### src/verilog/bus_pkg.sv
package bus_pkg;

    localparam int ADR_W = 16;  // Data memory address
    localparam int DAT_W = 8;   // Data memory byte

    // Wishbone classic master side
    typedef struct packed {
        logic             cyc;
        logic             stb;
        logic             we;
        logic [ADR_W-1:0] adr;
        logic [DAT_W-1:0] dat;
    } wb_req_t;

    // Wishbone slave side
    typedef struct packed {
        logic             ack;
        logic [DAT_W-1:0] dat;
    } wb_rsp_t;

    // One byte per valid cycle
    typedef struct packed {
        logic             valid;
        logic [DAT_W-1:0] data;
    } out_t;

    // Single-cycle launch from the sequencer
    typedef struct packed {
        logic             start;
        logic             we;
        logic [ADR_W-1:0] adr;
        logic [DAT_W-1:0] dat;
    } mem_cmd_t;

endpackage

### src/verilog/isa_pkg.sv
package isa_pkg;

    localparam int INSTR_W = 48;    // One program ROM word
    localparam int PC_W    = 16;    // Program counter and ROM address width

    // ALU operations
    typedef enum logic [3:0] {
        pass_a,
        pass_b,
        add,
        addc,       // Carry-in from stored c
        sub,        // c holds the borrow out
        subc,
        and_op,
        or_op,
        xor_op,
        not_a,
        shl,        // Bit shifted out lands in c
        shr,
        inc_a,
        dec_a
    } alu_op_e;

    // Register targets come first so the low two bits index the register file
    typedef enum logic [3:0] {
        t_rega, t_regb, t_regc, t_regd,
        t_marlo, t_marhi,
        t_ram,      // Store through the data port
        t_out,      // Output strobe
        t_jump,     // Conditional load of pc
        t_none
    } target_e;

    typedef enum logic [2:0] {
        a_rega, a_regb, a_regc, a_regd,
        a_marlo, a_marhi
    } a_src_e;

    typedef enum logic [2:0] {
        b_rega, b_regb, b_regc, b_regd,
        b_immed, b_ram, b_marlo, b_marhi
    } b_src_e;

    typedef enum logic [3:0] {
        cond_always, cond_c, cond_z, cond_n, cond_o,
        cond_eq, cond_ne, cond_gt, cond_lt
    } cond_e;

    typedef struct packed {
        alu_op_e             alu_op;
        target_e             target;
        a_src_e              a_src;
        b_src_e              b_src;
        cond_e               cond;
        logic                addr_direct;     // Picks direct_addr16 over the MAR when set
        logic [INSTR_W-44:0] spare;
        logic [7:0]          immed8;
        logic [15:0]         direct_addr16;
    } instr_t;

    // All flags active high
    typedef struct packed {
        logic c;
        logic z;
        logic o;
        logic n;
        logic gt;   // Unsigned A above B
        logic lt;
        logic eq;
        logic ne;
    } flags_t;

endpackage
### src/verilog/cpu_top.sv
`timescale 1ns/1ps

module cpu_top
    import isa_pkg::*, bus_pkg::*;
(
    input  logic            clk,
    input  logic            reset,
    output logic [PC_W-1:0] instr_addr,     // Program ROM address
    input  instr_t          instr_data,     // ROM answer one cycle later
    output wb_req_t         wb_req,
    input  wb_rsp_t         wb_rsp,
    output out_t            out_port
);

    instr_t     instr;
    logic       exec_en;
    logic       fetch_en;
    mem_cmd_t   mem_cmd;
    logic       mem_done;
    logic [7:0] rd_data;    // Last read byte
    logic [7:0] alu_y;
    flags_t     flags;
    logic [7:0] rd_a;
    logic [7:0] rd_b;
    logic [15:0] mar;

    // Sequencer and instruction latch
    cpu_decode cpu_decode_i (
        .clk        (clk),
        .reset      (reset),
        .instr_data (instr_data),
        .mem_done   (mem_done),
        .mar        (mar),
        .wr_data    (alu_y),
        .instr      (instr),
        .exec_en    (exec_en),
        .mem_cmd    (mem_cmd),
        .fetch_en   (fetch_en)
    );

    cpu_execute cpu_execute_i (
        .clk      (clk),
        .reset    (reset),
        .instr    (instr),
        .exec_en  (exec_en),
        .rd_a     (rd_a),
        .rd_b     (rd_b),
        .mar      (mar),
        .ram_data (rd_data),
        .alu_y    (alu_y),
        .flags    (flags)
    );

    // Writeback side
    cpu_result cpu_result_i (
        .clk      (clk),
        .reset    (reset),
        .instr    (instr),
        .exec_en  (exec_en),
        .fetch_en (fetch_en),
        .alu_y    (alu_y),
        .flags    (flags),
        .rd_a     (rd_a),
        .rd_b     (rd_b),
        .mar      (mar),
        .pc       (instr_addr),
        .out_port (out_port)
    );

    wb_data_port wb_data_port_i (
        .clk      (clk),
        .reset    (reset),
        .mem_cmd  (mem_cmd),
        .wb_rsp   (wb_rsp),
        .wb_req   (wb_req),
        .mem_done (mem_done),
        .rd_data  (rd_data)
    );

endmodule

### src/verilog/wb_data_port.sv
`timescale 1ns/1ps

module wb_data_port
    import bus_pkg::*;
(
    input  logic             clk,
    input  logic             reset,
    input  mem_cmd_t         mem_cmd,
    input  wb_rsp_t          wb_rsp,
    output wb_req_t          wb_req,
    output logic             mem_done,
    output logic [DAT_W-1:0] rd_data
);

    typedef enum logic {
        wb_idle,
        wb_busy
    } state_e;

    state_e           state;
    logic             we_q;
    logic [ADR_W-1:0] adr_q;
    logic [DAT_W-1:0] dat_q;

    always_ff @(posedge clk) begin
        if (reset) begin
            state <= wb_idle;
        end else begin
            case (state)
                wb_idle: begin
                    if (mem_cmd.start) begin
                        state <= wb_busy;
                    end
                end
                wb_busy: begin
                    if (wb_rsp.ack) begin
                        state <= wb_idle;   // cyc and stb drop next cycle
                    end
                end
                default: state <= wb_idle;
            endcase
        end
    end

    // Request fields frozen until ack
    always_ff @(posedge clk) begin
        if ((state == wb_idle) && mem_cmd.start) begin
            we_q  <= mem_cmd.we;
            adr_q <= mem_cmd.adr;
            dat_q <= mem_cmd.dat;
        end
    end

    // Read byte taken on the ack cycle
    always_ff @(posedge clk) begin
        if ((state == wb_busy) && wb_rsp.ack && !we_q) begin
            rd_data <= wb_rsp.dat;
        end
    end

    assign mem_done = (state == wb_busy) && wb_rsp.ack;    // One pulse per transfer

    always_comb begin
        wb_req.cyc = (state == wb_busy);
        wb_req.stb = (state == wb_busy);
        wb_req.we  = we_q;
        wb_req.adr = adr_q;
        wb_req.dat = dat_q;
    end

endmodule

### src/verilog/cpu_result.sv
`timescale 1ns/1ps

module cpu_result
    import isa_pkg::*, bus_pkg::*;
(
    input  logic            clk,
    input  logic            reset,
    input  instr_t          instr,
    input  logic            exec_en,
    input  logic            fetch_en,
    input  logic [7:0]      alu_y,
    input  flags_t          flags,
    output logic [7:0]      rd_a,
    output logic [7:0]      rd_b,
    output logic [15:0]     mar,
    output logic [PC_W-1:0] pc,
    output out_t            out_port
);

    logic [3:0][7:0] regs;      // rega to regd
    logic [7:0]      marlo;
    logic [7:0]      marhi;
    logic            reg_we;
    logic            cond_ok;

    // Two read ports, only meaningful when the source is a register
    assign rd_a = regs[instr.a_src[1:0]];
    assign rd_b = regs[instr.b_src[1:0]];

    assign reg_we = exec_en && (instr.target inside {t_rega, t_regb, t_regc, t_regd});

    always_ff @(posedge clk) begin
        if (reset) begin
            regs <= '0;
        end else if (reg_we) begin
            regs[instr.target[1:0]] <= alu_y;
        end
    end

    // MAR halves written like any other target
    always_ff @(posedge clk) begin
        if (reset) begin
            marlo <= 8'd0;
            marhi <= 8'd0;
        end else if (exec_en) begin
            if (instr.target == t_marlo) begin
                marlo <= alu_y;
            end
            if (instr.target == t_marhi) begin
                marhi <= alu_y;
            end
        end
    end

    assign mar = {marhi, marlo};

    // Condition test on the stored flags
    always_comb begin
        case (instr.cond)
            cond_always: cond_ok = 1'b1;
            cond_c:      cond_ok = flags.c;
            cond_z:      cond_ok = flags.z;
            cond_n:      cond_ok = flags.n;
            cond_o:      cond_ok = flags.o;
            cond_eq:     cond_ok = flags.eq;
            cond_ne:     cond_ok = flags.ne;
            cond_gt:     cond_ok = flags.gt;
            cond_lt:     cond_ok = flags.lt;
            default:     cond_ok = 1'b0;
        endcase
    end

    // PC steps past the word on the fetch edge, the ROM has sampled the old value
    // A taken jump overwrites it in exec
    always_ff @(posedge clk) begin
        if (reset) begin
            pc <= '0;
        end else if (fetch_en) begin
            pc <= pc + 1'b1;
        end else if (exec_en && (instr.target == t_jump) && cond_ok) begin
            pc <= instr.direct_addr16;
        end
    end

    // Output strobe lasts the single exec cycle
    assign out_port.valid = exec_en && (instr.target == t_out);
    assign out_port.data  = alu_y;

endmodule

### src/verilog/cpu_execute.sv
`timescale 1ns/1ps

module cpu_execute
    import isa_pkg::*;
(
    input  logic        clk,
    input  logic        reset,
    input  instr_t      instr,
    input  logic        exec_en,
    input  logic [7:0]  rd_a,
    input  logic [7:0]  rd_b,
    input  logic [15:0] mar,
    input  logic [7:0]  ram_data,   // Captured on the read ack
    output logic [7:0]  alu_y,
    output flags_t      flags
);

    logic [7:0] op_a;
    logic [7:0] op_b;
    logic [8:0] res;        // Bit 8 is carry or borrow
    logic       ovf;
    flags_t     flags_nxt;

    always_comb begin
        case (instr.a_src)
            a_marlo: op_a = mar[7:0];
            a_marhi: op_a = mar[15:8];
            default: op_a = rd_a;           // rega to regd
        endcase
    end

    always_comb begin
        case (instr.b_src)
            b_immed: op_b = instr.immed8;
            b_ram:   op_b = ram_data;
            b_marlo: op_b = mar[7:0];
            b_marhi: op_b = mar[15:8];
            default: op_b = rd_b;
        endcase
    end

    always_comb begin
        case (instr.alu_op)
            pass_a:  res = {1'b0, op_a};
            pass_b:  res = {1'b0, op_b};
            add:     res = {1'b0, op_a} + {1'b0, op_b};
            addc:    res = {1'b0, op_a} + {1'b0, op_b} + {8'd0, flags.c};
            sub:     res = {1'b0, op_a} - {1'b0, op_b};     // Wraps to set bit 8 on borrow
            subc:    res = {1'b0, op_a} - {1'b0, op_b} - {8'd0, flags.c};
            and_op:  res = {1'b0, op_a & op_b};
            or_op:   res = {1'b0, op_a | op_b};
            xor_op:  res = {1'b0, op_a ^ op_b};
            not_a:   res = {1'b0, ~op_a};
            shl:     res = {op_a, 1'b0};
            shr:     res = {op_a[0], 1'b0, op_a[7:1]};
            inc_a:   res = {1'b0, op_a} + 9'd1;
            dec_a:   res = {1'b0, op_a} - 9'd1;
            default: res = 9'd0;
        endcase
    end

    // Signed overflow for add and sub only
    always_comb begin
        case (instr.alu_op)
            add, addc: ovf = (op_a[7] == op_b[7]) && (res[7] != op_a[7]);
            sub, subc: ovf = (op_a[7] != op_b[7]) && (res[7] != op_a[7]);
            default:   ovf = 1'b0;
        endcase
    end

    always_comb begin
        flags_nxt.c  = res[8];
        flags_nxt.z  = (res[7:0] == 8'd0);
        flags_nxt.o  = ovf;
        flags_nxt.n  = res[7];
        flags_nxt.gt = (op_a > op_b);      // Unsigned compare of the operands
        flags_nxt.lt = (op_a < op_b);
        flags_nxt.eq = (op_a == op_b);
        flags_nxt.ne = (op_a != op_b);
    end

    // Jumps leave the flags for the next instruction
    always_ff @(posedge clk) begin
        if (reset) begin
            flags <= '0;
        end else if (exec_en && (instr.target != t_jump)) begin
            flags <= flags_nxt;
        end
    end

    assign alu_y = res[7:0];

endmodule

### src/verilog/cpu_decode.sv
`timescale 1ns/1ps

module cpu_decode
    import isa_pkg::*, bus_pkg::*;
(
    input  logic        clk,
    input  logic        reset,
    input  instr_t      instr_data,     // ROM word, valid during decode
    input  logic        mem_done,
    input  logic [15:0] mar,
    input  logic [7:0]  wr_data,        // ALU result for stores
    output instr_t      instr,
    output logic        exec_en,
    output mem_cmd_t    mem_cmd,
    output logic        fetch_en
);

    typedef enum logic [2:0] {
        st_fetch,
        st_decode,
        st_memrd,
        st_exec,
        st_memwr
    } state_e;

    state_e state;
    state_e state_nxt;
    instr_t instr_q;
    instr_t instr_sel;      // Word that owns the memory access this cycle
    logic   rd_go;
    logic   wr_go;

    // Instruction latch, loaded once per instruction
    always_ff @(posedge clk) begin
        if (state == st_decode) begin
            instr_q <= instr_data;
        end
    end

    always_ff @(posedge clk) begin
        if (reset) begin
            state <= st_fetch;
        end else begin
            state <= state_nxt;
        end
    end

    always_comb begin
        state_nxt = state;
        case (state)
            st_fetch: begin
                state_nxt = st_decode;      // ROM samples pc on this edge
            end
            st_decode: begin
                if (instr_data.b_src == b_ram) begin
                    state_nxt = st_memrd;
                end else begin
                    state_nxt = st_exec;
                end
            end
            st_memrd: begin
                if (mem_done) begin
                    state_nxt = st_exec;    // Read byte now captured
                end
            end
            st_exec: begin
                if (instr_q.target == t_ram) begin
                    state_nxt = st_memwr;
                end else begin
                    state_nxt = st_fetch;
                end
            end
            st_memwr: begin
                if (mem_done) begin
                    state_nxt = st_fetch;
                end
            end
            default: state_nxt = st_fetch;
        endcase
    end

    // Read is launched while the word is still on the ROM port
    assign rd_go = (state == st_decode) && (instr_data.b_src == b_ram);
    // Store data is the ALU result of the exec cycle
    assign wr_go = (state == st_exec) && (instr_q.target == t_ram);
    assign instr_sel = (state == st_decode) ? instr_data : instr_q;

    always_comb begin
        mem_cmd.start = rd_go || wr_go;
        mem_cmd.we    = wr_go;
        // Direct or register addressing
        mem_cmd.adr   = instr_sel.addr_direct ? instr_sel.direct_addr16 : mar;
        mem_cmd.dat   = wr_data;
    end

    assign instr    = instr_q;
    assign exec_en  = (state == st_exec);
    assign fetch_en = (state == st_fetch);

endmodule

### config.mk
export PLATFORM = sky130hd
export DESIGN_NAME = cpu_top
export DESIGN_NICKNAME = d
export VERILOG_FILES = /design/src/verilog/bus_pkg.sv /design/src/verilog/isa_pkg.sv /design/src/verilog/cpu_top.sv /design/src/verilog/wb_data_port.sv /design/src/verilog/cpu_result.sv /design/src/verilog/cpu_execute.sv /design/src/verilog/cpu_decode.sv
export SDC_FILE = /design/constraint.sdc
export NUM_CORES = 1
export LEC_CHECK = 0
export BUFFER_PORTS_ARGS = -buffer_cell sky130_fd_sc_hd__buf_4
export CORE_MARGIN = 2
export CORE_UTILIZATION = 32
export DETAILED_ROUTE_END_ITERATION = 7
export HOLD_SLACK_MARGIN = 0.1
export PLACE_DENSITY_LB_ADDON = 0.08
export SYNTH_ARGS = -nofsm -noshare
export SYNTH_HDL_FRONTEND = slang
export SYNTH_SLANG_ARGS = --single-unit
### constraint.sdc
create_clock -name clk -period 12.3 [get_ports clk]
set_input_delay 2.46 -clock clk [delete_from_list [all_inputs] [get_ports clk]]
set_output_delay 2.46 -clock clk [all_outputs]
set_load 0.02 [all_outputs]
* Word-level counts from Yosys, hierarchy flattened
Cells that the tools add are included.
** Word-level totals
- Bits in registers :: 157
- Bits of input ports :: 59
- Output and inout port bits :: 52
- Logic and storage cells :: 147
** Operators by class
- $add $sub $neg :: 7
- Magnitude comparators :: 6
- Eq/ne operators :: 48
- Mux-type cells :: 24
- Bitwise operators :: 5
- Reduce and logical (&&, ||, !) cells :: 27
** Operators with widths (count)
- 9-bit case mux with 14 select lines :: 1
- 4-bit by 3-bit equality test with 1-bit output, second input constant :: 12
- 16-bit 2-to-1 mux :: 3
- 8-bit binary-select mux with 2-bit select :: 2
- 32-bit bitwise mux :: 1
- 4-bit equality test, second input constant :: 8
- 8-bit case mux with 4 select lines :: 1
- 30-bit 2-to-1 mux :: 1
- 3-bit equality test, second input constant :: 8
- 4-bit by 2-bit equality test with 1-bit output, second input constant :: 6
- 8-bit 2-to-1 mux :: 3
- 16-bit by 1-bit adder with 16-bit output, second input constant :: 1
- 8-bit demux with 2-bit select :: 1
- 8-bit case mux with 2 select lines :: 1
- 3-bit case mux with 5 select lines :: 1
- 1-bit logical AND :: 13
- 4-bit by 1-bit equality test with 1-bit output, second input constant :: 3
- 4-bit zero test :: 3
- 8-bit by 1-bit adder with 9-bit output, second input constant :: 1
- 8-bit by 8-bit adder with 9-bit output :: 1
- 9-bit by 1-bit adder with 9-bit output :: 1
- 2-bit by 3-bit less-than comparator with 1-bit output, second input constant :: 3
- 3-bit 2-to-1 mux :: 3
- 1-bit case mux with 9 select lines :: 1
- 29 further kinds :: 38

* Logic depth before layout (Yosys ltp)
- Word-level depth :: 9
- Depth in mapped cells :: 19
- Depth with buffers taken out :: 15

* Modules after synthesis
From an unflattened synthesis, not the netlist that was laid out.
** Unflattened totals
- Cells, all modules :: 963
- Area total of the unflattened synthesis :: 9791.9 um^2
** Modules (own cells, without submodules)
- cpu_execute :: instances 1, cells each 465, area each 3500.9 um^2, seq. area each 160.2 um^2
- cpu_result :: instances 1, cells each 324, area each 3156.8 um^2, seq. area each 1281.2 um^2
- cpu_decode :: instances 1, cells each 132, area each 2055.7 um^2, seq. area each 1331.3 um^2
- wb_data_port :: instances 1, cells each 42, area each 1078.5 um^2, seq. area each 1011.0 um^2

* Worst setup path before layout
Ideal clock, no wire load.
- Kind :: register -> output
- Start point :: register cpu_decode_i.instr_q, in the netlist cpu_decode_i.instr[37]
- End point :: output out_port[7] in the netlist's numbering
- Arrival time :: 3.841 ns
- Data required time :: 9.840 ns
- Path slack :: 5.999 ns
- Cell stages (with the launch flop) :: 16
- Buffers on the path :: 4
- Cell sequence :: edfxtp_1 > buf_6 > buf_8 > buf_6 > mux2_4 > a221oi_4 > inv_1 > ha_1 > a211oi_1 > nor2_1 > nor3_1 > nand2_1 > or4_1 > nand3_1 > a31oi_2 > buf_4
** RTL lines
- start: declaration :: RTL line cpu_decode.sv:28 : instr_t instr_q;
- start signal: assignment :: RTL line cpu_decode.sv:36 : instr_q <= instr_data;
- end: declaration :: RTL line cpu_top.sv:12 : output out_t out_port

==> metrics.cfg <==
[run_status]
status = completed

[die]
die_x_um = 173
io-pin-count = 111
initial_core_util = 0.326
die_area_mm2 = 0.0299
core-area_mm2 = 0.0279
fp.dieH_um = 173
rows = 61

[cts]
cts.clk_slew.worst_paths_ns = 0.06
cts_setup_buffers = 0
clkSinkCount = 152
cts_tree = built
cts_buffers = 17
cts_htree_levels = 4
cts_hold_buf = 0
clock_latency_ns = 0.42
cts_buffer_depth = 2
cts_root_buffer = clkbuf_16
cts_resized = 0

[critical_path]
cpMaxStageDelayCell = edfxtp_1
worstSetupStartpointType = flip-flop
required_ns = 9.84
slowest_delay_ns = 0.90
cp.arrival_ns = 5.69
cp-end-kind = primary output
cp_max_fo = 12
cp_cell_sequence = mux4_2, mux2i_1, inv_1, ha_1, o21bai_1, a2111oi_0, o32ai_1, nor4_1, and3_1, o21ai_0, a31oi_2, buf_4
crit_type = flip-flop to primary output

[finish]
area_growth_pct = 18.3
fin_area_mm2 = 0.0108
fin_nets = 1102
fillCellCount = 2882
drive_above_1_share = 0.241
diodes = 0

[global_routing]
antenna_found_initial = 0
grt_pass1_wl_um = 43500
grt_pass1_vias = 7201
gr-total-overflow = 0
grt_use_total = 0.187
grt_max_degree = 78

[sta]
worst_pin_slew_ns = 1.16
final.setup.worst_slack_ns = 4.15
finalCritPeriodShare = 0.662
clock_skew_ns = 0.0136
setup_tns_ns = 0
slew_violations = 0
relSlewSlack = 0.226
finalSetupViolCount = 0
grt_setup_unrepaired = no
fin_crit_ns = 8.15
clock.fmax_mhz = 123
hold_viol = 0

[logic_synthesis]
synth_top_area_frac = 0.204
synth_edf_count = 59
ys_seq_area_frac = 0.398
ys_types = 84
synth-warning-count = 0
netlist_area_mm2 = 0.00912
syn_area_per_cell_um2 = 9.88
synth_top_area_cell = dfxtp_1
ys.flop_type = dfxtp_1
synthCells = 923
synth.net_count = 1021
synth_seq_cells = 152
synthArstFlopShare = 0
synthTopCellsByArea = dfxtp_1 20%, edfxtp_1 19%, mux2_2 5.1%

[drt]
totalWireLength_um = 28200
wl_per_cell_um = 20.2
avgViaCountPerCell = 5.30
first_pass_iters = 5
drc = 0
ant_nets = 0
drtIter0Drc = 399
route.vias.total = 7396

[flow_run]
drv_cap = 0

[place]
gp_congestion = 0.835
dpl.hpwl_um = 21200
place_ws_ns = 4.62
place_area_mm2 = 0.0102
portBuffers = 105

[power_and_ir_drop]
p_leak_uw = 0.00411
peakVddDrop_v = 0.0000843
power.density_mw_per_mm2 = 137

[worst_hold_path]
hp-class = flip-flop to flip-flop

==> worst max-delay path: cells and delay by family (launching register included) <==
family                     cells  cell delay, ns
AOI/OAI and AO/OA              5            1.61
adders and majority gates      1            0.44
buffers and inverters          2            0.50
DFF                            1            0.90
muxes                          2            1.17
and+or+nand+nor                2            0.63
==> sequential cells by signal (all words and copies together), names as in the netlist <==
signal,count
wb_data_port_i.rd_data,8
cpu_result_i.regs,32
cpu_decode_i.state,3
wb_data_port_i.we_q,1
wb_data_port_i.dat_q,8
cpu_result_i.marhi,8
wb_data_port_i.state,1
wb_data_port_i.adr_q,16
cpu_execute_i.flags,8
cpu_decode_i.instr,43
cpu_result_i.marlo,8
cpu_result_i.pc,16
==> layer usage <==
metal,wire length (µm),track usage,share of wire
met5,0,0,0
met4,250,0.0371,0.0089
met3,1400,0.0372,0.050
met2,13400,0.306,0.47
met1,13200,0.257,0.47
==> final timing paths <==
path / startpoint / to / slack (ns) / cells past startpoint
setup / recovery: cpu_decode_i.instr[34] / out_port[7] / 4.15 / 12
hold / removal: cpu_decode_i.instr[11] / cpu_result_i.pc[11] / 0.45 / 2
setup reg to reg: cpu_decode_i.instr[34] / cpu_execute_i.flags[6] / 6.84 / 13
hold reg to reg: cpu_decode_i.instr[11] / cpu_result_i.pc[11] / 0.45 / 2
==> report_power, final <==
group	switching, µW	internal (µW)	leakage (µW)	total, µW
Sequential	33.6	570	0.00131	603
Clock	218	297	0.000296	515
Combinational	212	146	0.00251	357
Total	463	1010	0.00411	1480
==> cell type report <==
class | count | area (µm²) | area share
clock buffers | 22 | 507 | 0.0470
flip-flops and latches | 152 | 3630 | 0.337
inverters | 43 | 161 | 0.0150
repair buffers | 123 | 923 | 0.0856
clock inverters | 10 | 77.6 | 0.00719
well taps | 378 | 473 | 0.0438
multi-input cells | 667 | 5010 | 0.465
==> stage by stage <==
step	cells	total power, µW	util	hold slack [ns]
floorplan	923	862	-	0.429
global placement	1363	971	0.365	0.442
detailed placement	1363	972	0.365	0.451
CTS	1395	1490	0.386	0.461
global route	1395	1550	0.386	0.492
finish	1395	1480	0.386	0.454
==> cells by family after synthesis <==
| family | share of synthesized area |
|---|---|
| compound gates | 0.176 |
| xor+xnor | 0.0211 |
| fa+ha+maj | 0.0560 |
| buf+inv | 0.0539 |
| flops | 0.398 |
| mux | 0.147 |
| simple gates | 0.148 |
==> cell usage after synthesis (all sizes together) (5+ instances only) <==
library cell,n
nor2b,8
a21o,6
buf,30
mux4,17
a211oi,39
nand3,23
a221oi,6
or3,6
a21oi,44
nor4,7
o211ai,6
inv,42
o221ai,6
clkbuf,31
a31oi,13
or2,5
edfxtp,59
dfxtp,93
xnor2,13
o21ai,33
nand2b,9
and3,8
nor3,20
nand2,50
nor3b,7
nand4,5
nor2,121
mux2,51
ha,36
mux2i,36
a22oi,8
o22ai,9
xor2,9
o22a,6
==> placed cells by master (no fill, tap or decap), types with 5 or more instances in the layout <==
cell type | synthesis | routed
inv_1 | 38 | 38
mux2_1 | 5 | 5
o22ai_1 | 9 | 9
and3_1 | 8 | 8
clkbuf_16 | 0 | 19
o221ai_1 | 6 | 6
mux4_2 | 17 | 17
nor2b_1 | 8 | 8
buf_4 | 14 | 123
nand3_1 | 23 | 23
dfxtp_1 | 93 | 93
o22a_1 | 6 | 6
or3_1 | 6 | 6
mux2_4 | 5 | 5
a21o_1 | 6 | 6
a22oi_1 | 8 | 8
a31oi_1 | 11 | 11
nand2b_1 | 9 | 9
mux2i_1 | 36 | 36
mux2_2 | 41 | 41
xor2_1 | 9 | 9
a211oi_1 | 36 | 36
nand2_1 | 50 | 50
o21ai_0 | 31 | 31
nor3b_1 | 7 | 6
edfxtp_1 | 59 | 59
nor2_1 | 121 | 120
ha_1 | 36 | 36
nor4_1 | 7 | 7
xnor2_1 | 13 | 13
nand4_1 | 5 | 5
a21oi_1 | 43 | 43
o211ai_1 | 6 | 6
nor3_1 | 19 | 18
Note: power is estimated with default switching activity, not from simulation.
